File: config.mk
export PLATFORM = sky130hd
export DESIGN_NAME = dcache_decode
export DESIGN_NICKNAME = d
export VERILOG_FILES = /design/src/source/dcache_pkg.sv /design/src/source/dcache_decode.sv
export SDC_FILE = /design/constraint.sdc
export NUM_CORES = 1
export LEC_CHECK = 0
export BUFFER_PORTS_ARGS = -buffer_cell sky130_fd_sc_hd__buf_2
export CAP_MARGIN = 40
export CORE_MARGIN = 4
export CORE_UTILIZATION = 45
export DETAILED_ROUTE_END_ITERATION = 16
export PLACE_DENSITY = 0.76
export SLEW_MARGIN = 20
export SYNTH_ARGS = -nofsm -noshare
export SYNTH_HDL_FRONTEND = slang
export SYNTH_SLANG_ARGS = --single-unit
File: constraint.sdc
create_clock -name clk -period 5.2 [get_ports clk]
set_input_delay 1.04 -clock clk [delete_from_list [all_inputs] [get_ports clk]]
set_output_delay 1.04 -clock clk [all_outputs]
set_load 0.01 [all_outputs]
File: src/source/dcache_pkg.sv
package dcache_pkg;

  localparam int ADDR_W     = 32;
  localparam int LINE_BYTES = 16;
  localparam int OFFSET_W   = 4;   // log2 of LINE_BYTES
  localparam int XLEN       = 64;

  // access width, same encoding as the core's store source field
  typedef enum logic [1:0] {
    size_byte   = 2'b00,
    size_half   = 2'b01,
    size_word   = 2'b10,
    size_double = 2'b11
  } size_e;

  // request as it arrives from the CPU
  typedef struct packed {
    logic              we;      // store
    size_e             size;
    logic              uns;     // zero extend on load
    logic [ADDR_W-1:0] addr;
    logic [XLEN-1:0]   wdata;
  } cpu_req_t;

  // request after decode, carried through the cache
  typedef struct packed {
    logic                  we;
    size_e                 size;
    logic                  uns;
    logic [ADDR_W-1:0]     addr;
    logic [OFFSET_W-1:0]   offset;
    logic [LINE_BYTES-1:0] mask;       // one bit per line byte
    logic [XLEN-1:0]       lane_data;  // store data copied across lanes
  } dec_req_t;

endpackage
File: src/source/dcache_decode.sv
`timescale 1ns/1ps

module dcache_decode #(
  parameter int INDEX_W = 6
) (
  input  logic                 clk,
  input  logic                 reset,
  input  logic                 req,
  input  logic                 accept,
  input  dcache_pkg::cpu_req_t cpu_req,
  output logic                 dec_valid,
  output dcache_pkg::dec_req_t dec_req
);

  localparam int OFF_W = dcache_pkg::OFFSET_W;
  localparam int NB    = dcache_pkg::LINE_BYTES;

  logic [OFF_W-1:0]           offset;
  logic [NB-1:0]              mask;
  logic [dcache_pkg::XLEN-1:0] lane_data;
  dcache_pkg::dec_req_t       dec_next;

  // index field must fit the address next to tag and offset
  if (INDEX_W < 2 || INDEX_W > 12) begin : g_bad_index
    $error("dcache_decode: INDEX_W must be between 2 and 12");
  end

  assign offset = cpu_req.addr[OFF_W-1:0];

  // byte b is selected when it sits in the same size-aligned group as the offset
  always_comb begin
    logic [OFF_W-1:0] lane;
    mask = '0;
    for (int b = 0; b < NB; b++) begin
      lane    = OFF_W'(b);
      mask[b] = (lane >> cpu_req.size) == (offset >> cpu_req.size);
    end
  end

  always_comb begin
    case (cpu_req.size)
      dcache_pkg::size_byte: lane_data = {8{cpu_req.wdata[7:0]}};
      dcache_pkg::size_half: lane_data = {4{cpu_req.wdata[15:0]}};
      dcache_pkg::size_word: lane_data = {2{cpu_req.wdata[31:0]}};
      default:               lane_data = cpu_req.wdata;
    endcase
  end

  always_comb begin
    dec_next.we        = cpu_req.we;
    dec_next.size      = cpu_req.size;
    dec_next.uns       = cpu_req.uns;
    dec_next.addr      = cpu_req.addr;
    dec_next.offset    = offset;
    dec_next.mask      = mask;
    dec_next.lane_data = lane_data;
  end

  always_ff @(posedge clk) begin
    if (reset) begin
      dec_valid <= 1'b0;
    end else begin
      dec_valid <= req && accept;
    end
  end

  always_ff @(posedge clk) begin
    if (req && accept) begin
      dec_req <= dec_next;
    end
  end

endmodule

==> After elaboration in Yosys (flattened, before gate mapping) <==
Index checks and enable logic that the tools add are counted.
{ "classes": {"mux": 1, "eq_ne": 18, "n_reduce_logical": 2, "shift": 17} }
{ "ops": {"columns": ["cell", "n"], "rows": [
  ["64-bit case mux with 3 select lines", 1],
  ["4-bit == test", 16],
  ["4-bit by 2-bit >> shifter with 4-bit output, first input constant", 8],
  ["3-bit by 2-bit >> shifter with 4-bit output, first input constant", 4],
  ["1-bit by 2-bit >> shifter with 4-bit output, first input constant", 2],
  ["2-bit by 2-bit >> shifter with 4-bit output, first input constant", 2],
  ["4-bit by 2-bit >> shifter with 4-bit output", 1],
  ["2-bit by 1-bit == test with 1-bit output, second input constant", 1],
  ["2-bit == test, second input constant", 1],
  ["2-bit logical NOT", 1],
  ["1-bit logical AND", 1]
]} }
{ "totals": {"reg_bits": 121, "elab_cells": 46, "output_inout_bits": 121, "inputBits": 104} }

==> Depth between registers and ports, before layout <==
{ "logic_depth": {"ltp_word": 2, "ltp_mapped": 10, "mapped_depth_nobuf": 6} }

==> Worst setup path after synthesis <==
OpenSTA, ideal clock, no wires.
{ "synth_timing": {"kind": "input to register", "from": "in accept", "to": "reg dec_req[0] in the netlist's numbering (enable)", "stages": 1, "setup_time_ns": 0.488, "arrival_ns": 3.716, "required_time_ns": 4.712, "n_path_buf": 0, "setup_slack_ns": 0.996, "cell_sequence": "and2_1"} }
{ "synth_via": {"elab_chain_len": 1} }
{ "synth_rtl": {"columns": ["item", "line_no", "rtl"], "rows": [
  ["start, declared", "dcache_decode.sv:9", "input logic accept,"],
  ["1-bit logical AND", "dcache_decode.sv:68", "if (req && accept) begin"],
  ["end signal, assigned", "dcache_decode.sv:69", "dec_req <= dec_next;"],
  ["end, declared", "dcache_decode.sv:12", "output dcache_pkg::dec_req_t dec_req"]
]} }
No other way between the ends.
A chain may end at the register's enable or synchronous reset.

==> results.md <==
- Status: complete, no violations
- Top Ports: 225
- EDFF count, synth: 116
- Nets: 702
- Layout cells sized above 1: 46.1%
- Switching Fraction: 24.5%
- Netlist cell types: 49
- Root buffer cell: clkbuf_16
- RSZ-0062 raised after global routing: no
- Yosys top cell by area: edfxtp_1
- Layout area overhead: 34.5%
- Reg clk slew, reported paths: 0.06 ns
- Inserted Diodes: 0
- Final Cycle Share: 57.9%
- Endpoints failing setup: 0
- Peak supply drop: 0.000210 V
- Slew Limit Fails: 0
- Die Height: 115 um
- Hold-fix buffers, CTS: 0
- Power Internal: 1980 uW
- Die Width: 115 um
- Area post-placement: 0.00637 mm^2
- Cells taking the most area after synthesis: edfxtp_1 (67%), a22o_1 (3.4%), nand2_1 (2.8%)
- Via count: 3820
- Worst Path Max Fanout: 24
- Crit path arrival time: 3.28 ns
- GPL Wtd Cong: 0.839
- Final-report hold violation count: 0
- Pwr Density: 376 mW/mm^2
- Async SR Flop Fraction: 0%
- Final Critical Period: 3.01 ns
- Core area: 0.0110 mm^2
- GRT Total Usage: 20.1%
- Most numerous cell in the Yosys netlist: edfxtp_1
- IO Port Bufs: 224
- DRT iter0 DRCs: 271
- # fillers: 885
- Critical Path Sink Type: register
- Seq pwr share: 43.6%
- Seq cells post-synth: 117
- DRC viols: 0
- Required time of the worst setup path: 5.47 ns
- Final instance area: 0.00696 mm^2
- Type of the worst min-delay path: input pin to register
- DRT Pass-1 Iters: 5
- Leak: 0.00292 uW
- Synthesized area: 0.00518 mm^2
- DR WL/cell: 18.4 um
- Rel. slew slack: 50.4%
- Synthesized area per cell: 14.0 um^2
- Critical Path Source Type: input pin
- Initial antenna violation count: 0
- Fmax: 0.332 GHz
- Syn. warnings: 0
- Clock sinks: 117
- Resized cells post-CTS: 0
- Comb power frac: 13.1%
- Vias in the first global route: 3808
- Final TNS setup: 0 ns
- Die area: 0.0133 mm^2
- Initial Util: 46.9%
- Vias per cell: 5.14
- Antenna-violating nets left: 0
- # rows: 38
- Pin count of the biggest net entering global routing: 57
- Synth top area share: 67.3%
- Sequential share of the synthesized area: 67.7%
- MaxCap Viol Count: 0
- GRT overflow: 0
- Max clock buf depth: 2
- DP HPWL: 10100 um
- Synth top cells by count: edfxtp_1 (116), nand2_1 (38), nor2_1 (25)
- H-tree depth: 4
- Syn nets: 481
- Sw power: 641 uW
- Final WL: 13700 um
- Tightest Pin Transition: 0.742 ns
- First-pass GRT wire length: 20100 um
- Post CTS Setup Buffer Count: 0
- CTS Buf Count: 17
- Synthesized instance count: 369
- CTS tree: done
- Clock share of power: 43.3%
- Prevailing post-synth register cell: edfxtp_1
- CP Class: input pin to register
-- routing by layer --
metal | global-route usage, % | vias to the layer above | routed length, um
met1 | 25.0 | 1786 | 5420
met3 | 6.37 | 20 | 1280
met4 | 8.45 | 0 | 257
met5 | 0 | - | 0
met2 | 32.5 | 181 | 6720
li1 | - | 1833 | -
-- power by group through the flow --
stage          clock (uW)  combinational, uW  sequential [uW]
2_1_floorplan           0                150             1200
3_3_place_gp            0                331             1160
3_5_place_dp            0                341             1160
4_1_cts              1150                342             1140
5_1_grt              1200                373             1150
6_report             1130                342             1140
-- final cells by class --
cell class	count	area [um^2]	share of cell area, %
Clock buffer	18	429	6.16
Multi-Input combinational cell	213	1490	21.4
Sequential cell	117	3500	50.3
Clock inverter	14	154	2.21
Timing Repair Buffer	230	1170	16.9
Inverter	11	41.3	0.593
Tap cell	140	175	2.52
-- placed cells by master, fill, tap and decap left out, drive strengths merged, types with 10 or more instances in the layout --
cell type | synthesis | layout
nor3 | 10 | 10
a22o | 20 | 20
edfxtp | 116 | 116
buf | 19 | 230
inv | 11 | 13
nor2 | 25 | 25
clkbuf | 9 | 18
nand2 | 38 | 38
a211oi | 10 | 10
a21oi | 13 | 13
-- worst max-delay path, stage by stage --
cell    delay (ns)
buf_2         0.24
inv_1         0.22
ha_1          0.54
buf_4         0.32
nor3_1        0.08
nor2_1        0.60
a22o_1        0.24
-- logic make-up (layout without fill, tap and decap cells) --
| group | Yosys count | count (layout) | synth area share [%] |
|---|---|---|---|
| buffers and inverters | 39 | 273 | 3.67 |
| adders and majority gates | 8 | 8 | 1.93 |
| DFF | 117 | 117 | 67.7 |
| AOI/OAI and AO/OA | 86 | 86 | 12.9 |
| muxes | 7 | 7 | 2.15 |
| and+or+nand+nor | 99 | 99 | 9.19 |
| xor gates and xnor gates | 13 | 13 | 2.49 |
-- metrics by stage --
stage / util (%) / setup slack, ns / hold slack (ns) / instances / power (uW)
3_3_place_gp: 57.6 / 1.87 / 1.20 / 709 / 1490
2_1_floorplan: - / 0.996 / 1.11 / 369 / 1350
3_5_place_dp: 57.7 / 1.76 / 1.21 / 710 / 1500
6_report: 63.1 / 2.19 / 0.791 / 743 / 2620
4_1_cts: 63.0 / 2.19 / 0.776 / 742 / 2640
5_1_grt: 63.1 / 2.06 / 0.781 / 743 / 2730
-- path summary, 6_finish.rpt --
kind	start	endpoint	slack (ns)	cells after the start
setup / recovery	cpu_req[97]	dec_req[37]	2.19	7
hold / removal	reset	dec_valid	0.79	2
-- state kept, by name, summed over array words and instances, names as in the netlist --
register,flops
dec_req,116
dec_valid,1
Note: power is estimated with default switching activity, not from simulation.
