==> config.mk <==
export PLATFORM = sky130hd
export DESIGN_NAME = dcache_load_align
export DESIGN_NICKNAME = d
export VERILOG_FILES = /design/src/source/dcache_pkg.sv /design/src/source/dcache_load_align.sv
export SDC_FILE = /design/constraint.sdc
export NUM_CORES = 1
export LEC_CHECK = 0
export BUFFER_PORTS_ARGS = -buffer_cell sky130_fd_sc_hd__buf_2
export CORE_MARGIN = 2
export CORE_UTILIZATION = 48
export DETAILED_ROUTE_END_ITERATION = 7
export PLACE_DENSITY = 0.9
export SETUP_SLACK_MARGIN = 0.3
export SYNTH_ARGS = -nofsm -noshare
export SYNTH_HDL_FRONTEND = slang
export SYNTH_SLANG_ARGS = --single-unit
==> constraint.sdc <==
create_clock -name clk -period 2.05 [get_ports clk]
set_input_delay 0 -clock clk [delete_from_list [all_inputs] [get_ports clk]]
set_output_delay 0 -clock clk [all_outputs]
set_load 0.03 [all_outputs]
==> src/source/dcache_pkg.sv <==
package dcache_pkg;

  localparam int ADDR_W     = 32;
  localparam int LINE_BYTES = 16;
  localparam int OFFSET_W   = 4;   // log2 of LINE_BYTES
  localparam int XLEN       = 64;

  // access width, same encoding as the core's store source field
  typedef enum logic [1:0] {
    size_byte   = 2'b00,
    size_half   = 2'b01,
    size_word   = 2'b10,
    size_double = 2'b11
  } size_e;

  // request as it arrives from the CPU
  typedef struct packed {
    logic              we;      // store
    size_e             size;
    logic              uns;     // zero extend on load
    logic [ADDR_W-1:0] addr;
    logic [XLEN-1:0]   wdata;
  } cpu_req_t;

  // request after decode, carried through the cache
  typedef struct packed {
    logic                  we;
    size_e                 size;
    logic                  uns;
    logic [ADDR_W-1:0]     addr;
    logic [OFFSET_W-1:0]   offset;
    logic [LINE_BYTES-1:0] mask;       // one bit per line byte
    logic [XLEN-1:0]       lane_data;  // store data copied across lanes
  } dec_req_t;

endpackage
==> src/source/dcache_load_align.sv <==
`timescale 1ns/1ps

module dcache_load_align (
  input  logic                                clk,
  input  logic                                reset,
  input  logic                                ld_valid,
  input  logic [8*dcache_pkg::LINE_BYTES-1:0] ld_line,
  input  dcache_pkg::dec_req_t                ld_req,
  output logic                                rvalid,
  output logic [dcache_pkg::XLEN-1:0]         rdata
);

  localparam int XLEN = dcache_pkg::XLEN;

  logic [8*dcache_pkg::LINE_BYTES-1:0] shifted;
  logic [XLEN-1:0]                     ext;

  // addressed byte moved down to bit 0
  assign shifted = ld_line >> {ld_req.offset, 3'b000};

  always_comb begin
    case (ld_req.size)
      dcache_pkg::size_byte: begin
        ext = ld_req.uns ? {{(XLEN-8){1'b0}}, shifted[7:0]}
                         : {{(XLEN-8){shifted[7]}}, shifted[7:0]};
      end
      dcache_pkg::size_half: begin
        ext = ld_req.uns ? {{(XLEN-16){1'b0}}, shifted[15:0]}
                         : {{(XLEN-16){shifted[15]}}, shifted[15:0]};
      end
      dcache_pkg::size_word: begin
        ext = ld_req.uns ? {{(XLEN-32){1'b0}}, shifted[31:0]}
                         : {{(XLEN-32){shifted[31]}}, shifted[31:0]};
      end
      default: ext = shifted[XLEN-1:0];  // double, nothing to extend
    endcase
  end

  always_ff @(posedge clk) begin
    if (reset) begin
      rvalid <= 1'b0;
    end else begin
      rvalid <= ld_valid;
    end
  end

  always_ff @(posedge clk) begin
    if (ld_valid) begin
      rdata <= ext;
    end
  end

endmodule

==> After elaboration in Yosys (flattened, before gate mapping) <==
Index checks and enable logic that the tools add are counted.
{ "word_totals": {"latch_bits": 0, "elab_cells": 10, "mem_bits_rw": 0, "romBits": 0, "mem_count": 0, "reg_bits": 65, "in_bits": 251, "out_inout_bits": 65} }
{ "op_classes": {"n_eq_ne": 2, "n_addsub": 0, "bitwise": 0, "reduce_logical": 1, "order_cmp": 0, "n_mux": 4, "n_div": 0, "mul": 0, "shifts": 1} }
{ "op_table": {"columns": ["op", "count"], "rows": [
  ["64-bit two-way mux", 3],
  ["64-bit one-hot mux with 3 select lines", 1],
  ["128-bit by 7-bit >> shifter with 64-bit output", 1],
  ["2-bit by 1-bit == test with 1-bit output, second input constant", 1],
  ["2-bit == test, second input constant", 1],
  ["2-bit zero test", 1]
]} }

==> Depth between registers and ports, before layout <==
Gate-level depths: netlist of the first run.
{ "logic_depth": {"word_depth": 3, "mapped_depth": 10, "depth_no_buf": 5} }

==> Worst setup path before layout of the first run <==
No wires, ideal clock.
{ "synth_path": {"path_kind": "input to register", "startpoint": "input port ld_req[83] in the netlist's numbering", "endpoint": "register rdata[11] in the netlist's numbering, data pin", "arrival_time_ns": 1.510, "path_buffers": 3, "slack_ns": 0.258, "setup_time_ns": 0.282, "stages": 7, "required_ns": 1.768, "cell_sequence": "clkbuf_1 buf_2 buf_2 mux2_2 a221o_1 nand3_1 o211ai_1"} }
{ "synth_between": {"elab_chain_len": 3, "elab_cells_between_ends": 5, "cone_classes": "1 x shift; 4 x mux"} }
{ "synth_lines": {"columns": ["item", "line_no", "text"], "rows": [
  ["start: declaration", "dcache_load_align.sv:8", "input dcache_pkg::dec_req_t ld_req,"],
  ["128-bit by 7-bit >> shifter with 64-bit output (*)", "dcache_load_align.sv:19", "assign shifted = ld_line >> {ld_req.offset, 3'b000};"],
  ["64-bit two-way mux (on tied branches)", "dcache_load_align.sv:32, dcache_load_align.sv:24, dcache_load_align.sv:28", null],
  ["64-bit one-hot mux with 3 select lines (*)", "dcache_load_align.sv:22", "case (ld_req.size)"],
  ["named net ext[11]", "dcache_load_align.sv:16", "logic [XLEN-1:0] ext;"],
  ["end signal: assignment", "dcache_load_align.sv:49", "rdata <= ext;"],
  ["end: declaration", "dcache_load_align.sv:10", "output logic [dcache_pkg::XLEN-1:0] rdata"]
]} }
The timed path passes the listed nets; every way through them passes the cells marked *.
A chain may end at the register's enable or synchronous reset.

==> Worst setup path in the final report of the first run <==
{ "layout_path": {"startpoint": "input port ld_req[80] in the netlist's numbering", "endpoint": "register rdata[49] in the netlist's numbering, data pin"} }
The elaborated chain is that of the path after synthesis.

==> results of run 1 <==
[per-stage QoR]
| stage | instance area, µm² | instances | hold slack (ns) | setup TNS, ns |
|---|---|---|---|---|
| 3_5_place_dp | 8120 | 1003 | 0.165 | -0.426 |
| 2_1_floorplan | 6760 | 631 | 0.0716 | 0 |
| 4_1_cts | 8440 | 1023 | 0.0751 | 0 |
| 6_report | 8540 | 1028 | 0.0868 | 0 |
| 3_3_place_gp | 8120 | 1003 | 0.155 | -0.0356 |
| 5_1_grt | 8530 | 1025 | 0.109 | 0 |
[critical path, cell delays in order]
cell and delay, ns:
buf_6 0.20, mux2i_2 0.30, mux4_2 0.31, o22ai_1 0.15, a211oi_4 0.30, buf_12 0.21, o2111ai_1 0.25
[final cells by class]
type | count | area (µm²)
Fill cell | 1118 | 5290
Antenna cell | 3 | 7.51
Tap cell | 180 | 225
Timing Repair Buffer | 264 | 1650
Inverter | 4 | 20.0
Multi-Input combinational cell | 496 | 4420
Sequential cell | 65 | 1940
Clock inverter | 7 | 53.8
Clock buffer | 9 | 225
[synth_stat cells (2+ instances only)]
cell type,n
a32oi_1,5
clkbuf_1,21
nand4_1,11
mux2i_1,80
inv_1,3
a21bo_1,2
nand3_1,34
a21oi_1,13
edfxtp_1,64
nand2b_1,3
a221o_1,6
buf_1,7
mux4_2,67
buf_2,19
o32ai_1,2
mux4_1,4
buf_6,12
nor2b_1,5
o211ai_1,4
nor3_1,4
nor2_1,20
a22oi_1,37
o21ai_0,35
a31oi_1,5
a211o_1,7
buf_12,3
nand2_1,109
mux2_2,15
and3_1,9
buf_4,4
o2111ai_1,8
[routing by layer]
| layer | track usage | wire length, µm |
|---|---|---|
| met5 | 0 | 0 |
| met4 | 0.154 | 1340 |
| met3 | 0.0934 | 3350 |
| met2 | 0.470 | 10400 |
| met1 | 0.414 | 8770 |
[final timing paths]
path                        end          from  depth (start not counted)
worst min-delay path  rdata[60]  ld_line[124]                          3
worst max-delay path  rdata[49]    ld_req[80]                          7
[cell families after synthesis]
kind of cell	Yosys count
muxes	166
AOI/OAI and AO/OA	132
and+or+nand+nor	198
buffers and inverters	70
DFF	65
[timing repair]
action | in CTS | in global routing
endpoints found under the hold margin | 1 | 0
gates cloned | 0 | 2
buffers inserted | 3 | 0
hold buffers | 1 | 0
setup endpoints to repair | 2 | 32
resized for setup | 2 | 11
[registers in the layout (all words and copies together) (netlist names)]
| name | flops |
|---|---|
| rdata | 64 |
| rvalid | 1 |
[report_power, final]
group	total (mW)	switching, mW	internal (mW)
logic	1.99	1.19	0.798
clock network	1.43	0.602	0.825
registers	1.71	0.0439	1.66
==> results.sh, run 1 <==
export IMPL_slew_headroom=0.419
export IMPL_vias_per_cell=6.78
export IMPL_hold_path_class="primary input to flip-flop"
export IMPL_synth_distinct_cells=44
export IMPL_grt_max_degree=66
export IMPL_synthCells=631
export IMPL_cts_tree="done"
export IMPL_status="finished, final reports clean"
export IMPL_ant_nets=0
export IMPL_ys_flop_type="edfxtp_1"
export IMPL_final_cell_mix="buf_2, nand2_1, mux2i_1"
export IMPL_start_kind="primary input"
export IMPL_clock_sinks=65
export IMPL_clk_path_buf_depth=2
export IMPL_wl_per_cell_um=23.2
export IMPL_root_buffer="clkbuf_16"
export IMPL_synth_simple_area_share=0.129
export IMPL_initial_core_util=0.489
export IMPL_fp_row_count=43
export IMPL_synth_edf_count=64
export IMPL_ys_ff_latch=65
export IMPL_layout_drive_gt1_share=0.440
export IMPL_peakVddDrop_v=0.000384
export IMPL_vias=6973
export IMPL_die_x_um=123
export IMPL_drv_slew=0
export IMPL_final_util=0.618
export IMPL_gp_congestion=0.962
export IMPL_synth_area_leader_cell="edfxtp_1"
export IMPL_leakage_nw=3.70
export IMPL_yosys_warnings=0
export IMPL_io_buffers=202
export IMPL_clk_pin_slew_ns=0.06
export IMPL_fmax_mhz=569
export IMPL_dr_pass1_iters=6
export IMPL_synth_xor_area_frac=0
export IMPL_grt_pass1_wl_um=35900
export IMPL_worstPathArrival_ns=1.75
export IMPL_synth_top_family_by_area="multiplexers"
export IMPL_antenna_found_initial=1
export IMPL_post_dp_hpwl_um=17500
export IMPL_fp_coreArea_um2=13800
export IMPL_drt_wl_total_um=23800
export IMPL_setup_viol=0
export IMPL_pre_cts_slack_ns=-0.0543
export IMPL_final_setup_worst_slack_ns=0.292
export IMPL_finalHoldViolCount=0
export IMPL_die_h_um=123
export IMPL_muxShareOfSynthArea=0.382
export IMPL_synth_area_um2=6760
export IMPL_drv_cap=0
export IMPL_cts_buffers=9
export IMPL_ys_seq_area_frac=0.287
export IMPL_total_power_mw=5.12
export IMPL_htree_levels=3
export IMPL_synth_async_sr_flop_share=0
export IMPL_overflow=0
export IMPL_mostFrequentLayoutCell="buf_2"
export IMPL_powerDensity_nw_per_um2=600
export IMPL_fin_crit_ns=1.76
export IMPL_cp_end_kind="flip-flop"
export IMPL_synthTopCellsByArea="edfxtp_1, mux4_2, mux2i_1, nand2_1, a22oi_1"
export IMPL_grt_pass1_vias=6558
export IMPL_io_pins=316
export IMPL_post_route_period_util=0.858
export IMPL_rsz0062_at_grt="yes"
export IMPL_cp_max_fo=24
export IMPL_grt_use_total=0.313
export IMPL_required_ns=2.04
export IMPL_synth_compound_area_frac=0.136
export IMPL_critical_path_class="primary input to flip-flop"
export IMPL_netlist_area_leader_share=0.284
export IMPL_area_delta_synth_final_pct=26.4
export IMPL_tightest_slew_ns=0.865
export IMPL_die_area_um2=15000
export IMPL_synth_fa_ha_area_frac=0
export IMPL_fin_nets=1091
export IMPL_drt_initial_drc_count=1183
export IMPL_synth_net_count=882
export IMPL_drc=0
export IMPL_avgSynthCellArea_um2=10.7
No activity file was read; power rests on OpenSTA's default activity.
==> run 2: changes to the inputs <==
--- a/config.mk
+++ b/config.mk
@@ -6,9 +6,10 @@
 export NUM_CORES = 1
 export LEC_CHECK = 0
 export BUFFER_PORTS_ARGS = -buffer_cell sky130_fd_sc_hd__buf_2
-export CORE_MARGIN = 2
-export CORE_UTILIZATION = 48
+export CORE_AREA = 2 2 121 123
 export DETAILED_ROUTE_END_ITERATION = 7
+export DIE_AREA = 0 0 123 125
+export HOLD_SLACK_MARGIN = 0.05
 export PLACE_DENSITY = 0.9
 export SETUP_SLACK_MARGIN = 0.3
 export SYNTH_ARGS = -nofsm -noshare
==> constraint.sdc (replaced) <==
create_clock -name clk -period 2.23 [get_ports clk]
set_input_delay 0 -clock clk [delete_from_list [all_inputs] [get_ports clk]]
set_output_delay 0 -clock clk [all_outputs]
set_load 0.03 [all_outputs]
==> results.sh, run 2 (same netlist as run 1, synthesis figures left out) <==
export IMPL_fp_row_count=44
export IMPL_setup_viol=0
export IMPL_wl_per_cell_um=23.2
export IMPL_holdPathStages=3
export IMPL_layout_drive_gt1_share=0.421
export IMPL_start_kind="primary input"
export IMPL_tightest_slew_ns=0.883
export IMPL_grt_max_degree=40
export IMPL_drv_cap=0
export IMPL_post_dp_hpwl_um=17500
export IMPL_final_area_um2=8420
export IMPL_status="finished, final reports clean"
export IMPL_drc=0
export IMPL_peakVddDrop_v=0.000398
export IMPL_dr_pass1_iters=8
export IMPL_vias_per_cell=6.78
export IMPL_grt_pass1_wl_um=36600
export IMPL_leakage_nw=3.65
export IMPL_rsz0062_at_grt="no"
export IMPL_hold_path_class="primary input to flip-flop"
export IMPL_top_register="rdata"
export IMPL_finalHoldViolCount=0
export IMPL_pre_cts_slack_ns=0.141
export IMPL_postPlaceCellArea_um2=8060
export IMPL_grt_use_total=0.309
export IMPL_hold_end="rdata[62]"
export IMPL_htree_levels=3
export IMPL_antenna_found_initial=4
export IMPL_die_area_um2=15400
export IMPL_root_buffer="clkbuf_16"
export IMPL_clock_sinks=65
export IMPL_cp_max_fo=36
export IMPL_n_fill_cell=1158
export IMPL_worstHoldStart="ld_line[126]"
export IMPL_final_setup_worst_slack_ns=0.403
export IMPL_fp_coreArea_um2=14200
export IMPL_clk_pin_slew_ns=0.06
export IMPL_gp_congestion=0.952
export IMPL_initial_core_util=0.476
export IMPL_largest_register_ffs=64
export IMPL_post_route_period_util=0.819
export IMPL_mostFrequentLayoutCell="buf_2"
export IMPL_area_delta_synth_final_pct=24.6
export IMPL_die_x_um=123
export IMPL_overflow=0
export IMPL_post_cts_buffers=0
export IMPL_critical_path_class="primary input to flip-flop"
export IMPL_grt_pass1_vias=6766
export IMPL_drv_slew=0
export IMPL_final_cell_mix="buf_2, nand2_1, mux2i_1"
export IMPL_fin_nets=1079
export IMPL_worstPathArrival_ns=1.82
export IMPL_fin_tns_setup_ns=0
export IMPL_vias=6920
export IMPL_cts_buffers=9
export IMPL_ant_nets=0
export IMPL_drt_initial_drc_count=1144
export IMPL_fmax_mhz=547
export IMPL_slew_headroom=0.407
export IMPL_clk_path_buf_depth=2
export IMPL_reg_largest_list="rdata (64), rvalid (1)"
export IMPL_cp_end_kind="flip-flop"
export IMPL_final_util=0.593
export IMPL_io_pins=316
export IMPL_fin_crit_ns=1.83
export IMPL_powerDensity_nw_per_um2=592
export IMPL_io_buffers=202
export IMPL_die_h_um=125
export IMPL_drt_wl_total_um=23600
export IMPL_cts_tree="done"
export IMPL_startpoint="ld_req[81]"
export IMPL_required_ns=2.22
run 2: cell type report:
type                            instances  area (µm²)  share of cell area
Inverter                                4        15.0             0.00178
Antenna cell                            3        7.51            0.000892
Clock buffer                            9         225              0.0268
Multi-Input combinational cell        496        4390               0.522
Clock inverter                          7         119              0.0141
Sequential cell                        65        1940               0.231
Timing Repair Buffer                  252        1490               0.176
Tap cell                              184         230              0.0273
run 2: worst max path at each step:
stage | to | cells after the start
2_1_floorplan | rdata[11] | 7
3_3_place_gp | rdata[32] | 8
3_5_place_dp | rdata[32] | 8
4_1_cts | rdata[32] | 8
5_1_grt | rdata[13] | 8
6_report | rdata[58] | 7
run 2: where the power goes:
part	internal (mW)	switching, mW	leakage (nW)
Sequential	1.53	0.0404	0.627
Combinational	0.700	1.08	2.86
Clock	1.09	0.541	0.163
run 2: metal layers:
metal	part of all wire	up-vias	routed length, µm	GRT usage
met1	0.36	3199	8620	0.403
met5	0.0019	-	45	0.0230
met2	0.43	660	10200	0.449
met3	0.14	130	3370	0.104
li1	-	2929	-	-
met4	0.058	2	1360	0.169
run 2: stage by stage:
stage	instances	hold slack (ns)	power [mW]
after floorplan	631	0.0716	2.72
after global placement	1000	0.157	3.28
after detailed placement	1000	0.165	3.32
after CTS	1017	0.108	4.94
after global routing	1018	0.119	5.17
final	1020	0.126	4.98
run 2: timing repair:
item,in CTS,in global routing
hold buffers,1,0
gates resized for setup,0,0
endpoints found under the hold margin,1,0
run 2: critical path, cell delays in order:
cell      delay (ns)
buf_4           0.12
clkinv_1        0.26
mux4_2          0.48
o22ai_1         0.13
a211oi_4        0.29
buf_12          0.23
nand4_1         0.27
